`config.mk`:
```
export PLATFORM = sky130hd
export DESIGN_NAME = ex_stage
export DESIGN_NICKNAME = d
export VERILOG_FILES = /design/src/rtl/ex_pkg.sv /design/src/rtl/ex_stage.sv /design/src/rtl/ex_wb_reg.sv /design/src/rtl/ex_control.sv /design/src/rtl/ex_mult.sv /design/src/rtl/ex_alu.sv
export SDC_FILE = /design/constraint.sdc
export NUM_CORES = 1
export LEC_CHECK = 0
export ABC_CLOCK_PERIOD_IN_PS = 9100
export BUFFER_PORTS_ARGS = -buffer_cell sky130_fd_sc_hd__buf_2
export CORE_MARGIN = 1
export CORE_UTILIZATION = 30
export DETAILED_ROUTE_END_ITERATION = 10
export PLACE_DENSITY = 0.49
export REMOVE_ABC_BUFFERS = 1
export SYNTH_ARGS = -nofsm -noshare
export SYNTH_HDL_FRONTEND = slang
export SYNTH_SLANG_ARGS = --single-unit
```
`constraint.sdc`:
```
create_clock -name clk -period 9.1 [get_ports clk]
set_input_delay 1.82 -clock clk [delete_from_list [all_inputs] [get_ports clk]]
set_output_delay 1.82 -clock clk [all_outputs]
set_load 0.02 [all_outputs]
```
`src/rtl/ex_pkg.sv`:
```
// Shared widths, opcode enums and pipeline bundles for the execute stage, imported by RTL and testbench
package ex_pkg;

  // Default operand width, also the size of the pipeline data fields
  localparam int unsigned DATA_W_DEFAULT = 32;

  // Register index width fixed by the ISA
  localparam int unsigned REG_ADDR_W = 5;

  ////////////////////////////////////////////////////////////////////////////
  // Opcodes
  ////////////////////////////////////////////////////////////////////////////

  typedef enum logic [3:0] {
    ALU_ADD  = 4'd0,
    ALU_SUB  = 4'd1,
    ALU_AND  = 4'd2,
    ALU_OR   = 4'd3,
    ALU_XOR  = 4'd4,
    ALU_SLL  = 4'd5,
    ALU_SRL  = 4'd6,
    ALU_SLT  = 4'd7,
    ALU_SLTU = 4'd8,
    // Branch compares
    ALU_EQ   = 4'd9,
    ALU_NE   = 4'd10,
    ALU_LT   = 4'd11,
    ALU_GE   = 4'd12
  } alu_op_e;

  typedef enum logic [1:0] {
    MUL_LO  = 2'd0,
    MUL_HSS = 2'd1,
    MUL_HUU = 2'd2
  } mul_op_e;

  ////////////////////////////////////////////////////////////////////////////
  // Pipeline bundles
  ////////////////////////////////////////////////////////////////////////////

  // Decode to execute
  typedef struct packed {
    logic                      instr_valid;
    logic [DATA_W_DEFAULT-1:0] pc;
    logic                      alu_en;
    alu_op_e                   alu_op;
    logic                      mul_en;
    mul_op_e                   mul_op;
    logic                      csr_en;
    logic                      branch;
    logic                      rf_we;
    logic [REG_ADDR_W-1:0]     rf_waddr;
    logic                      illegal_insn;
    logic [DATA_W_DEFAULT-1:0] operand_a;
    logic [DATA_W_DEFAULT-1:0] operand_b;
    logic [DATA_W_DEFAULT-1:0] branch_target;
  } id_ex_t;

  // Controller requests to EX
  typedef struct packed {
    logic kill_ex;
    logic halt_ex;
  } ctrl_t;

  // Execute to writeback
  typedef struct packed {
    logic                      instr_valid;
    logic [DATA_W_DEFAULT-1:0] pc;
    logic                      rf_we;
    logic [REG_ADDR_W-1:0]     rf_waddr;
    logic [DATA_W_DEFAULT-1:0] rf_wdata;
    logic                      illegal_insn;
    logic                      bch_taken;
    logic                      csr_en;
  } ex_wb_t;

endpackage
```
`src/rtl/ex_stage.sv`:
```
// Execute stage top level, connecting ALU, multiplier, control and the EX/WB register
`timescale 1ns/1ps

module ex_stage import ex_pkg::*; #(
  parameter int unsigned DATA_W = DATA_W_DEFAULT
) (
  input  logic              clk,
  input  logic              rst_n,
  input  id_ex_t            id_ex_i,
  input  ctrl_t             ctrl_i,
  input  logic [DATA_W-1:0] csr_rdata_i,
  input  logic              csr_illegal_i,
  input  logic              wb_ready_i,
  output ex_wb_t            ex_wb_o,
  output logic [DATA_W-1:0] rf_wdata_o,
  output logic              branch_decision_o,
  output logic [DATA_W-1:0] branch_target_o,
  output logic              ex_ready_o,
  output logic              ex_valid_o
);

  // Functional unit results
  logic [DATA_W-1:0] alu_result;
  logic              cmp_result;
  logic [DATA_W-1:0] mul_result;
  logic              mul_ready;
  logic              mul_valid;

  // Control to multiplier and register block
  logic              mul_start;
  logic              mul_abort;
  logic              csr_illegal_q;
  logic              load;
  logic              bubble;

  // Branch outputs straight from decode bundle and compare
  assign branch_decision_o = cmp_result;
  assign branch_target_o   = id_ex_i.branch_target[DATA_W-1:0];

  ////////////////////////////////////////////////////////////////////////////
  // Functional units
  ////////////////////////////////////////////////////////////////////////////

  ex_alu #(.DATA_W(DATA_W)) u_alu (
    .operator_i   (id_ex_i.alu_op),
    .operand_a_i  (id_ex_i.operand_a[DATA_W-1:0]),
    .operand_b_i  (id_ex_i.operand_b[DATA_W-1:0]),
    .result_o     (alu_result),
    .cmp_result_o (cmp_result)
  );

  ex_mult #(.DATA_W(DATA_W)) u_mult (
    .clk         (clk),
    .rst_n       (rst_n),
    .start_i     (mul_start),
    .abort_i     (mul_abort),
    .ready_i     (wb_ready_i),
    .operator_i  (id_ex_i.mul_op),
    .op_a_i      (id_ex_i.operand_a[DATA_W-1:0]),
    .op_b_i      (id_ex_i.operand_b[DATA_W-1:0]),
    .mul_ready_o (mul_ready),
    .mul_valid_o (mul_valid),
    .result_o    (mul_result)
  );

  ////////////////////////////////////////////////////////////////////////////
  // Control and EX/WB register
  ////////////////////////////////////////////////////////////////////////////

  ex_control #(.DATA_W(DATA_W)) u_control (
    .id_ex_i         (id_ex_i),
    .ctrl_i          (ctrl_i),
    .alu_result_i    (alu_result),
    .mul_result_i    (mul_result),
    .csr_rdata_i     (csr_rdata_i),
    .csr_illegal_i   (csr_illegal_i),
    .mul_ready_i     (mul_ready),
    .mul_valid_i     (mul_valid),
    .wb_ready_i      (wb_ready_i),
    .mul_start_o     (mul_start),
    .mul_abort_o     (mul_abort),
    .rf_wdata_o      (rf_wdata_o),
    .csr_illegal_q_o (csr_illegal_q),
    .ex_valid_o      (ex_valid_o),
    .ex_ready_o      (ex_ready_o),
    .load_o          (load),
    .bubble_o        (bubble)
  );

  ex_wb_reg #(.DATA_W(DATA_W)) u_wb_reg (
    .clk           (clk),
    .rst_n         (rst_n),
    .load_i        (load),
    .bubble_i      (bubble),
    .id_ex_i       (id_ex_i),
    .rf_wdata_i    (rf_wdata_o),
    .csr_illegal_i (csr_illegal_q),
    .cmp_result_i  (cmp_result),
    .ex_wb_o       (ex_wb_o)
  );

endmodule

```
`src/rtl/ex_wb_reg.sv`:
```
// EX/WB pipeline register, loaded on handoff to writeback and turned into a bubble otherwise
`timescale 1ns/1ps

module ex_wb_reg import ex_pkg::*; #(
  parameter int unsigned DATA_W = DATA_W_DEFAULT
) (
  input  logic              clk,
  input  logic              rst_n,
  input  logic              load_i,
  input  logic              bubble_i,
  input  id_ex_t            id_ex_i,
  input  logic [DATA_W-1:0] rf_wdata_i,
  input  logic              csr_illegal_i,
  input  logic              cmp_result_i,
  output ex_wb_t            ex_wb_o
);

  // Control flags
  logic instr_valid_q;
  logic rf_we_q;
  logic illegal_q;
  logic bch_taken_q;
  logic csr_en_q;

  // Payload
  logic [DATA_W_DEFAULT-1:0] pc_q;
  logic [REG_ADDR_W-1:0]     rf_waddr_q;
  logic [DATA_W_DEFAULT-1:0] rf_wdata_q;

  always_ff @(posedge clk or negedge rst_n) begin
    if (!rst_n) begin
      instr_valid_q <= 1'b0;
      rf_we_q       <= 1'b0;
      illegal_q     <= 1'b0;
      bch_taken_q   <= 1'b0;
      csr_en_q      <= 1'b0;
    end else if (load_i) begin
      instr_valid_q <= 1'b1;
      // Illegal CSR access must not write the register file or CSRs
      rf_we_q       <= csr_illegal_i ? 1'b0 : id_ex_i.rf_we;
      csr_en_q      <= csr_illegal_i ? 1'b0 : id_ex_i.csr_en;
      illegal_q     <= id_ex_i.illegal_insn || csr_illegal_i;
      bch_taken_q   <= id_ex_i.branch && id_ex_i.alu_en && cmp_result_i;
    end else if (bubble_i) begin
      // WB ready with nothing to hand over
      instr_valid_q <= 1'b0;
    end
  end

  always_ff @(posedge clk) begin
    if (load_i) begin
      pc_q <= id_ex_i.pc;
      // Destination and data only for writing instructions
      if (id_ex_i.rf_we) begin
        rf_waddr_q <= id_ex_i.rf_waddr;
        rf_wdata_q <= DATA_W_DEFAULT'(rf_wdata_i);
      end
    end
  end

  always_comb begin
    ex_wb_o.instr_valid  = instr_valid_q;
    ex_wb_o.pc           = pc_q;
    ex_wb_o.rf_we        = rf_we_q;
    ex_wb_o.rf_waddr     = rf_waddr_q;
    ex_wb_o.rf_wdata     = rf_wdata_q;
    ex_wb_o.illegal_insn = illegal_q;
    ex_wb_o.bch_taken    = bch_taken_q;
    ex_wb_o.csr_en       = csr_en_q;
  end

endmodule

```
`src/rtl/ex_control.sv`:
```
// Execute stage control, gating kill and halt, selecting write data and forming ready and valid
`timescale 1ns/1ps

module ex_control import ex_pkg::*; #(
  parameter int unsigned DATA_W = DATA_W_DEFAULT
) (
  input  id_ex_t            id_ex_i,
  input  ctrl_t             ctrl_i,
  input  logic [DATA_W-1:0] alu_result_i,
  input  logic [DATA_W-1:0] mul_result_i,
  input  logic [DATA_W-1:0] csr_rdata_i,
  input  logic              csr_illegal_i,
  input  logic              mul_ready_i,
  input  logic              mul_valid_i,
  input  logic              wb_ready_i,
  output logic              mul_start_o,
  output logic              mul_abort_o,
  output logic [DATA_W-1:0] rf_wdata_o,
  output logic              csr_illegal_q_o,
  output logic              ex_valid_o,
  output logic              ex_ready_o,
  output logic              load_o,
  output logic              bubble_o
);

  logic instr_valid;

  // Instruction counts only when neither killed nor halted
  assign instr_valid = id_ex_i.instr_valid && !ctrl_i.kill_ex && !ctrl_i.halt_ex;

  // Multiplier starts only for a live instruction
  assign mul_start_o = id_ex_i.mul_en && instr_valid;
  assign mul_abort_o = ctrl_i.kill_ex || ctrl_i.halt_ex;

  // Illegal CSR access of a live instruction
  assign csr_illegal_q_o = id_ex_i.csr_en && csr_illegal_i && instr_valid;

  // Write data mux
  always_comb begin
    if (id_ex_i.alu_en) begin
      rf_wdata_o = alu_result_i;
    end else if (id_ex_i.mul_en) begin
      rf_wdata_o = mul_result_i;
    end else if (id_ex_i.csr_en) begin
      rf_wdata_o = csr_rdata_i;
    end else begin
      rf_wdata_o = alu_result_i;
    end
  end

  // ALU and CSR are single cycle, so always valid
  // Illegal instruction from decode passes to WB as valid
  assign ex_valid_o = (id_ex_i.alu_en || id_ex_i.csr_en || (id_ex_i.mul_en && mul_valid_i) ||
                       id_ex_i.illegal_insn) && instr_valid;

  // Kill frees the stage at once
  assign ex_ready_o = ctrl_i.kill_ex || (mul_ready_i && wb_ready_i && !ctrl_i.halt_ex);

  // EX/WB register steering
  assign load_o   = ex_valid_o && wb_ready_i;
  assign bubble_o = wb_ready_i && !ex_valid_o;

endmodule

```
`src/rtl/ex_mult.sv`:
```
// Iterative shift-add multiplier for MUL, MULH and MULHU, one product bit per cycle
`timescale 1ns/1ps

module ex_mult import ex_pkg::*; #(
  parameter int unsigned DATA_W = DATA_W_DEFAULT
) (
  input  logic              clk,
  input  logic              rst_n,
  input  logic              start_i,
  input  logic              abort_i,
  input  logic              ready_i,
  input  mul_op_e           operator_i,
  input  logic [DATA_W-1:0] op_a_i,
  input  logic [DATA_W-1:0] op_b_i,
  output logic              mul_ready_o,
  output logic              mul_valid_o,
  output logic [DATA_W-1:0] result_o
);

  localparam int unsigned CNT_W = $clog2(DATA_W);

  typedef enum logic [1:0] {IDLE, BUSY, DONE} mult_state_e;

  mult_state_e         state_q;
  logic [CNT_W-1:0]    cnt_q;
  logic [2*DATA_W-1:0] acc_q;
  logic [DATA_W-1:0]   mcand_q;
  logic                neg_q;
  logic                hi_q;
  logic                a_neg;
  logic                b_neg;
  logic [DATA_W-1:0]   a_mag;
  logic [DATA_W-1:0]   b_mag;
  logic [DATA_W:0]     partial;
  logic [2*DATA_W-1:0] product;

  // Signed high multiply runs on magnitudes
  assign a_neg = (operator_i == MUL_HSS) && op_a_i[DATA_W-1];
  assign b_neg = (operator_i == MUL_HSS) && op_b_i[DATA_W-1];
  assign a_mag = a_neg ? -op_a_i : op_a_i;
  assign b_mag = b_neg ? -op_b_i : op_b_i;

  // Add multiplicand into upper half when the current multiplier bit is set
  assign partial = {1'b0, acc_q[2*DATA_W-1:DATA_W]} + (acc_q[0] ? {1'b0, mcand_q} : '0);

  ////////////////////////////////////////////////////////////////////////////
  // Control FSM
  ////////////////////////////////////////////////////////////////////////////

  always_ff @(posedge clk or negedge rst_n) begin
    if (!rst_n) begin
      state_q <= IDLE;
      cnt_q   <= '0;
    end else if (abort_i) begin
      // Kill or halt drops any operation in flight
      state_q <= IDLE;
      cnt_q   <= '0;
    end else begin
      unique case (state_q)
        IDLE: begin
          if (start_i) begin
            state_q <= BUSY;
            cnt_q   <= '0;
          end
        end
        BUSY: begin
          cnt_q <= cnt_q + 1'b1;
          if (cnt_q == CNT_W'(DATA_W - 1)) begin
            state_q <= DONE;
          end
        end
        DONE: begin
          // Hold result until writeback takes it
          if (ready_i) begin
            state_q <= IDLE;
          end
        end
        default: state_q <= IDLE;
      endcase
    end
  end

  // Datapath
  always_ff @(posedge clk) begin
    if (state_q == IDLE && start_i) begin
      mcand_q <= a_mag;
      acc_q   <= {{DATA_W{1'b0}}, b_mag};
      neg_q   <= a_neg ^ b_neg;
      hi_q    <= (operator_i != MUL_LO);
    end else if (state_q == BUSY) begin
      acc_q <= {partial, acc_q[DATA_W-1:1]};
    end
  end

  // Restore sign of the full product
  assign product  = neg_q ? -acc_q : acc_q;
  assign result_o = hi_q ? product[2*DATA_W-1:DATA_W] : product[DATA_W-1:0];

  // Ready when idle with nothing to start, or when the finished result is taken
  assign mul_ready_o = (state_q == IDLE && !start_i) || (state_q == DONE && ready_i);
  assign mul_valid_o = (state_q == DONE);

endmodule

```
`src/rtl/ex_alu.sv`:
```
// Single-cycle ALU for the execute stage, giving the data result and the branch compare flag
`timescale 1ns/1ps

module ex_alu import ex_pkg::*; #(
  parameter int unsigned DATA_W = DATA_W_DEFAULT
) (
  input  alu_op_e           operator_i,
  input  logic [DATA_W-1:0] operand_a_i,
  input  logic [DATA_W-1:0] operand_b_i,
  output logic [DATA_W-1:0] result_o,
  output logic              cmp_result_o
);

  localparam int unsigned SHAMT_W = $clog2(DATA_W);

  logic              sub;
  logic [DATA_W-1:0] adder_b;
  logic [DATA_W:0]   sum_ext;
  logic              is_eq;
  logic              lt_s;
  logic              lt_u;
  logic [SHAMT_W-1:0] shamt;

  // One adder serves add, subtract and every compare
  assign sub = operator_i inside {ALU_SUB, ALU_SLT, ALU_SLTU, ALU_EQ, ALU_NE, ALU_LT, ALU_GE};
  assign adder_b = sub ? ~operand_b_i : operand_b_i;
  assign sum_ext = {1'b0, operand_a_i} + {1'b0, adder_b} + (DATA_W + 1)'(sub);

  // No carry out of a - b means a borrow
  assign lt_u  = !sum_ext[DATA_W];
  // Signs differ so a is less when a is negative
  assign lt_s  = (operand_a_i[DATA_W-1] ^ operand_b_i[DATA_W-1]) ? operand_a_i[DATA_W-1]
                                                                 : sum_ext[DATA_W-1];
  assign is_eq = (sum_ext[DATA_W-1:0] == '0);

  assign shamt = operand_b_i[SHAMT_W-1:0];

  // Branch compares only
  always_comb begin
    unique case (operator_i)
      ALU_EQ:  cmp_result_o = is_eq;
      ALU_NE:  cmp_result_o = !is_eq;
      ALU_LT:  cmp_result_o = lt_s;
      ALU_GE:  cmp_result_o = !lt_s;
      default: cmp_result_o = 1'b0;
    endcase
  end

  // Result mux
  always_comb begin
    unique case (operator_i)
      ALU_ADD,
      ALU_SUB:  result_o = sum_ext[DATA_W-1:0];
      ALU_AND:  result_o = operand_a_i & operand_b_i;
      ALU_OR:   result_o = operand_a_i | operand_b_i;
      ALU_XOR:  result_o = operand_a_i ^ operand_b_i;
      ALU_SLL:  result_o = operand_a_i << shamt;
      ALU_SRL:  result_o = operand_a_i >> shamt;
      // Set-less-than as 0 or 1
      ALU_SLT:  result_o = DATA_W'(lt_s);
      ALU_SLTU: result_o = DATA_W'(lt_u);
      ALU_EQ,
      ALU_NE,
      ALU_LT,
      ALU_GE:   result_o = DATA_W'(cmp_result_o);
      default:  result_o = '0;
    endcase
  end

endmodule

```
==> impl_results.md <==
* Clk slew on worst S/H paths at 0.08 ns
* Psw at 1450 µW
* Initial drt markers at 1824
* GP Congestion at 0.972
* CTS sink count at 179
* Nets at 2847
* Peak VDD IR at 0.000142 V
* Total CTS buffers at 17
* CTS Buffer Depth at 2
* CP Class: in -> out
* Combinational share of power at 0.453
* Final setup vio count at 0
* P per Cell Area at 153 nW/µm²
* Post-synth EDFFs at 135
* Filler Cell Count at 6763
* Top Ports at 325
* First-pass GRT wire length at 126000 µm
* Detail Route Antenna Nets at 0
* TritonRoute pass-1 iters at 7
* Min Hold Slack at 0.482 ns
* Remaining global-route overflow at 0
* Worst setup margin at 0.367 ns
* Fin. Hold Viols at 0
* Share of total power in sequential cells at 0.313
* Switching Fraction at 0.432
* Most common cell after layout, fill and taps aside: buf_2
* Synth Instances at 2362
* Via density at 5.72
* Hold-critical path depth at 2
* Clock Latency Late Sink at 0.47 ns
* Minimum clock period at 8.73 ns
* Drt drc at 0
* Dpl ws at 0.146 ns
* Relative slew margins at 0.171
* Dpl hpwl at 69000 µm
* Sequential-to-total area share from yosys stat at 0.257
* Syn-to-layout area delta at 13.8%
* Final wirelength at 86800 µm
* CTS tree: yes
* Ys flop type: edfxtp_1
* Post-CTS Setup Repair Bufs at 0
* Root buf cell: clkbuf_16
* Avg Cell Area, Syn at 8.22 µm²
* Max-cap violations at 0
* Asr flop ratio synth at 0.0670
* Startpoint types: primary input
* Worst EP arrival at 6.91 ns
* Synthesis warning total at 0
* PortBufs at 260
* P_leak at 0.00893 µW
* Internal at 1910 µW
* Core Region at 63500 µm²
* Most frequent cells in the layout: buf_2 (259), nor2_1 (253), a21oi_1 (178), o21ai_0 (177), nand2_1 (171)
* Cell count of the worst reg-to-reg path at 11
* CP required at 7.28 ns
* Die Height at 256 µm
* Worst-path fanout max at 10
* Overall Global Routing Usage at 0.256
* Worst-Margin Slew at 1.24 ns
* Setup TNS at 0 ns
* Post_cts resized at 0
* Diodes inserted at 0
* Clock skew at 0.0178 ns
* Routed vias at 19349
* Share of layout cells above drive strength 1 at 0.176
* Status: completed
* Post-synth design cell area at 19400 µm²
* Fmax at 115 MHz
* Largest net degree at the start of global routing at 65
* Core Rows at 92
* Unrepaired setup endpoints after global routing: false
* Final Max Tran Viols at 0
* Synth unique cells at 96
* Hold buffers post-CTS at 0
* Clock share of power at 0.234
* Average wire per standard cell at 25.6 µm
* #FFs+latches synth at 179
* Initial Util at 0.305
* H-Tree Level Count at 4
* Crit end category: primary output
* Die area at 65700 µm²
* Hold crit path type: reg -> reg
* Antenna violations before repair at 4
* Vias in the first global route at 18737
* Die Wd at 256 µm
* Tcrit/Tclk final at 0.960
==> power groups by stage <==
| stage | Sequential, µW | Clock (µW) | Combinational [µW] |
|---|---|---|---|
| floorplan | 1060 | 0 | 930 |
| global placement | 1070 | 0 | 1490 |
| detailed placement | 1070 | 0 | 1500 |
| CTS | 1050 | 811 | 1510 |
| global route | 1070 | 836 | 1650 |
| finish | 1060 | 787 | 1530 |
==> cell families (layout without fill, tap and decap cells) <==
family,after synthesis,after routing,synth area share
simple gates,741,741,0.184
compound gates,727,727,0.245
buf+inv,278,454,0.0650
xor+xnor,189,189,0.0853
mux,110,110,0.0732
fa+ha+maj,138,138,0.0897
flops,179,179,0.257
==> layer usage <==
layer  vias to the layer above  share of wire  global-route usage
li1                       9042              -                   -
met1                      9411           0.44               0.339
met2                       777           0.47               0.424
met3                       113          0.058              0.0302
met4                         6          0.036              0.0966
met5                         -        0.00035             0.00219
==> metrics by stage <==
stage	util	std cells	area, µm²	power, µW
after floorplan	-	2177	18500	1990
after global routing	0.348	3384	22100	3550
after global placement	0.337	3352	21400	2560
after detailed placement	0.337	3352	21400	2570
final	0.348	3384	22100	3370
after CTS	0.347	3384	22000	3370
==> registers in the layout (all words and copies together) (netlist names), 2 cells and up <==
name                 count
u_mult.state_q           2
u_mult.mcand_q          32
u_wb_reg.rf_wdata_q     32
u_wb_reg.rf_waddr_q      5
u_wb_reg.pc_q           32
u_mult.acc_q            64
u_mult.cnt_q             5
==> cell type report <==
cell class              count  area [µm²]  share of cell area
clock buffers              17         425              0.0193
multi-input cells        1905       13200               0.599
repair buffers            329        1820              0.0825
inverters                  93         349              0.0158
clock inverters            15         214             0.00969
well taps                 846        1060              0.0479
flip-flops and latches    179        4990               0.226
==> final timing paths <==
check | start | to | slack (ns)
min reg2reg | u_wb_reg.illegal_q | u_wb_reg.illegal_q | 0.48
min in group asynchronous | rst_n | u_mult.cnt_q[3] | 1.22
max reg2reg | u_mult.acc_q[6] | u_wb_reg.rf_wdata_q[18] | 3.89
min | u_wb_reg.illegal_q | u_wb_reg.illegal_q | 0.48
max | id_ex_i[110] | rf_wdata_o[0] | 0.37
max in group asynchronous | rst_n | u_wb_reg.rf_we_q | 7.65
==> critical path, cell delays in order <==
cell	delay [ns]
buf_2	0.16
nor2b_2	0.19
nand2_1	0.09
o21ai_0	0.08
a22o_2	0.36
buf_4	0.19
xnor2_1	0.12
ha_1	0.36
a21oi_2	0.23
o221ai_2	0.22
o211a_1	0.29
or3_1	0.40
a2111oi_1	0.45
nand4bb_1	0.20
or4_1	0.55
nor4_2	0.32
a22o_1	0.22
a211oi_2	0.08
buf_4	0.17
o22ai_2	0.17
buf_2	0.22
==> Yosys cell counts (16+ instances only) <==
| master | instances | area [µm²] |
|---|---|---|
| and2_1 | 51 | 319 |
| nor3_1 | 47 | 235 |
| nor2_1 | 255 | 957 |
| or4_1 | 16 | 120 |
| o211ai_1 | 29 | 218 |
| a21oi_1 | 179 | 896 |
| inv_1 | 88 | 330 |
| mux2i_1 | 79 | 791 |
| buf_4 | 39 | 293 |
| buf_1 | 20 | 75.1 |
| xnor2_1 | 144 | 1260 |
| xor2_1 | 45 | 394 |
| nand2_1 | 172 | 646 |
| a221oi_1 | 29 | 254 |
| o21ai_0 | 178 | 891 |
| nor4_1 | 17 | 106 |
| a211oi_1 | 32 | 240 |
| o22ai_1 | 24 | 150 |
| ha_1 | 136 | 1700 |
| dfxtp_1 | 32 | 641 |
| o31ai_1 | 24 | 180 |
| or3_1 | 21 | 131 |
| clkbuf_1 | 113 | 424 |
| a31oi_1 | 27 | 169 |
| edfxtp_1 | 135 | 4050 |
| nand3_1 | 52 | 260 |
| mux4_2 | 25 | 563 |
| nand2b_1 | 23 | 144 |
| a21o_1 | 35 | 263 |
Power figures use the tool's default switching activity.
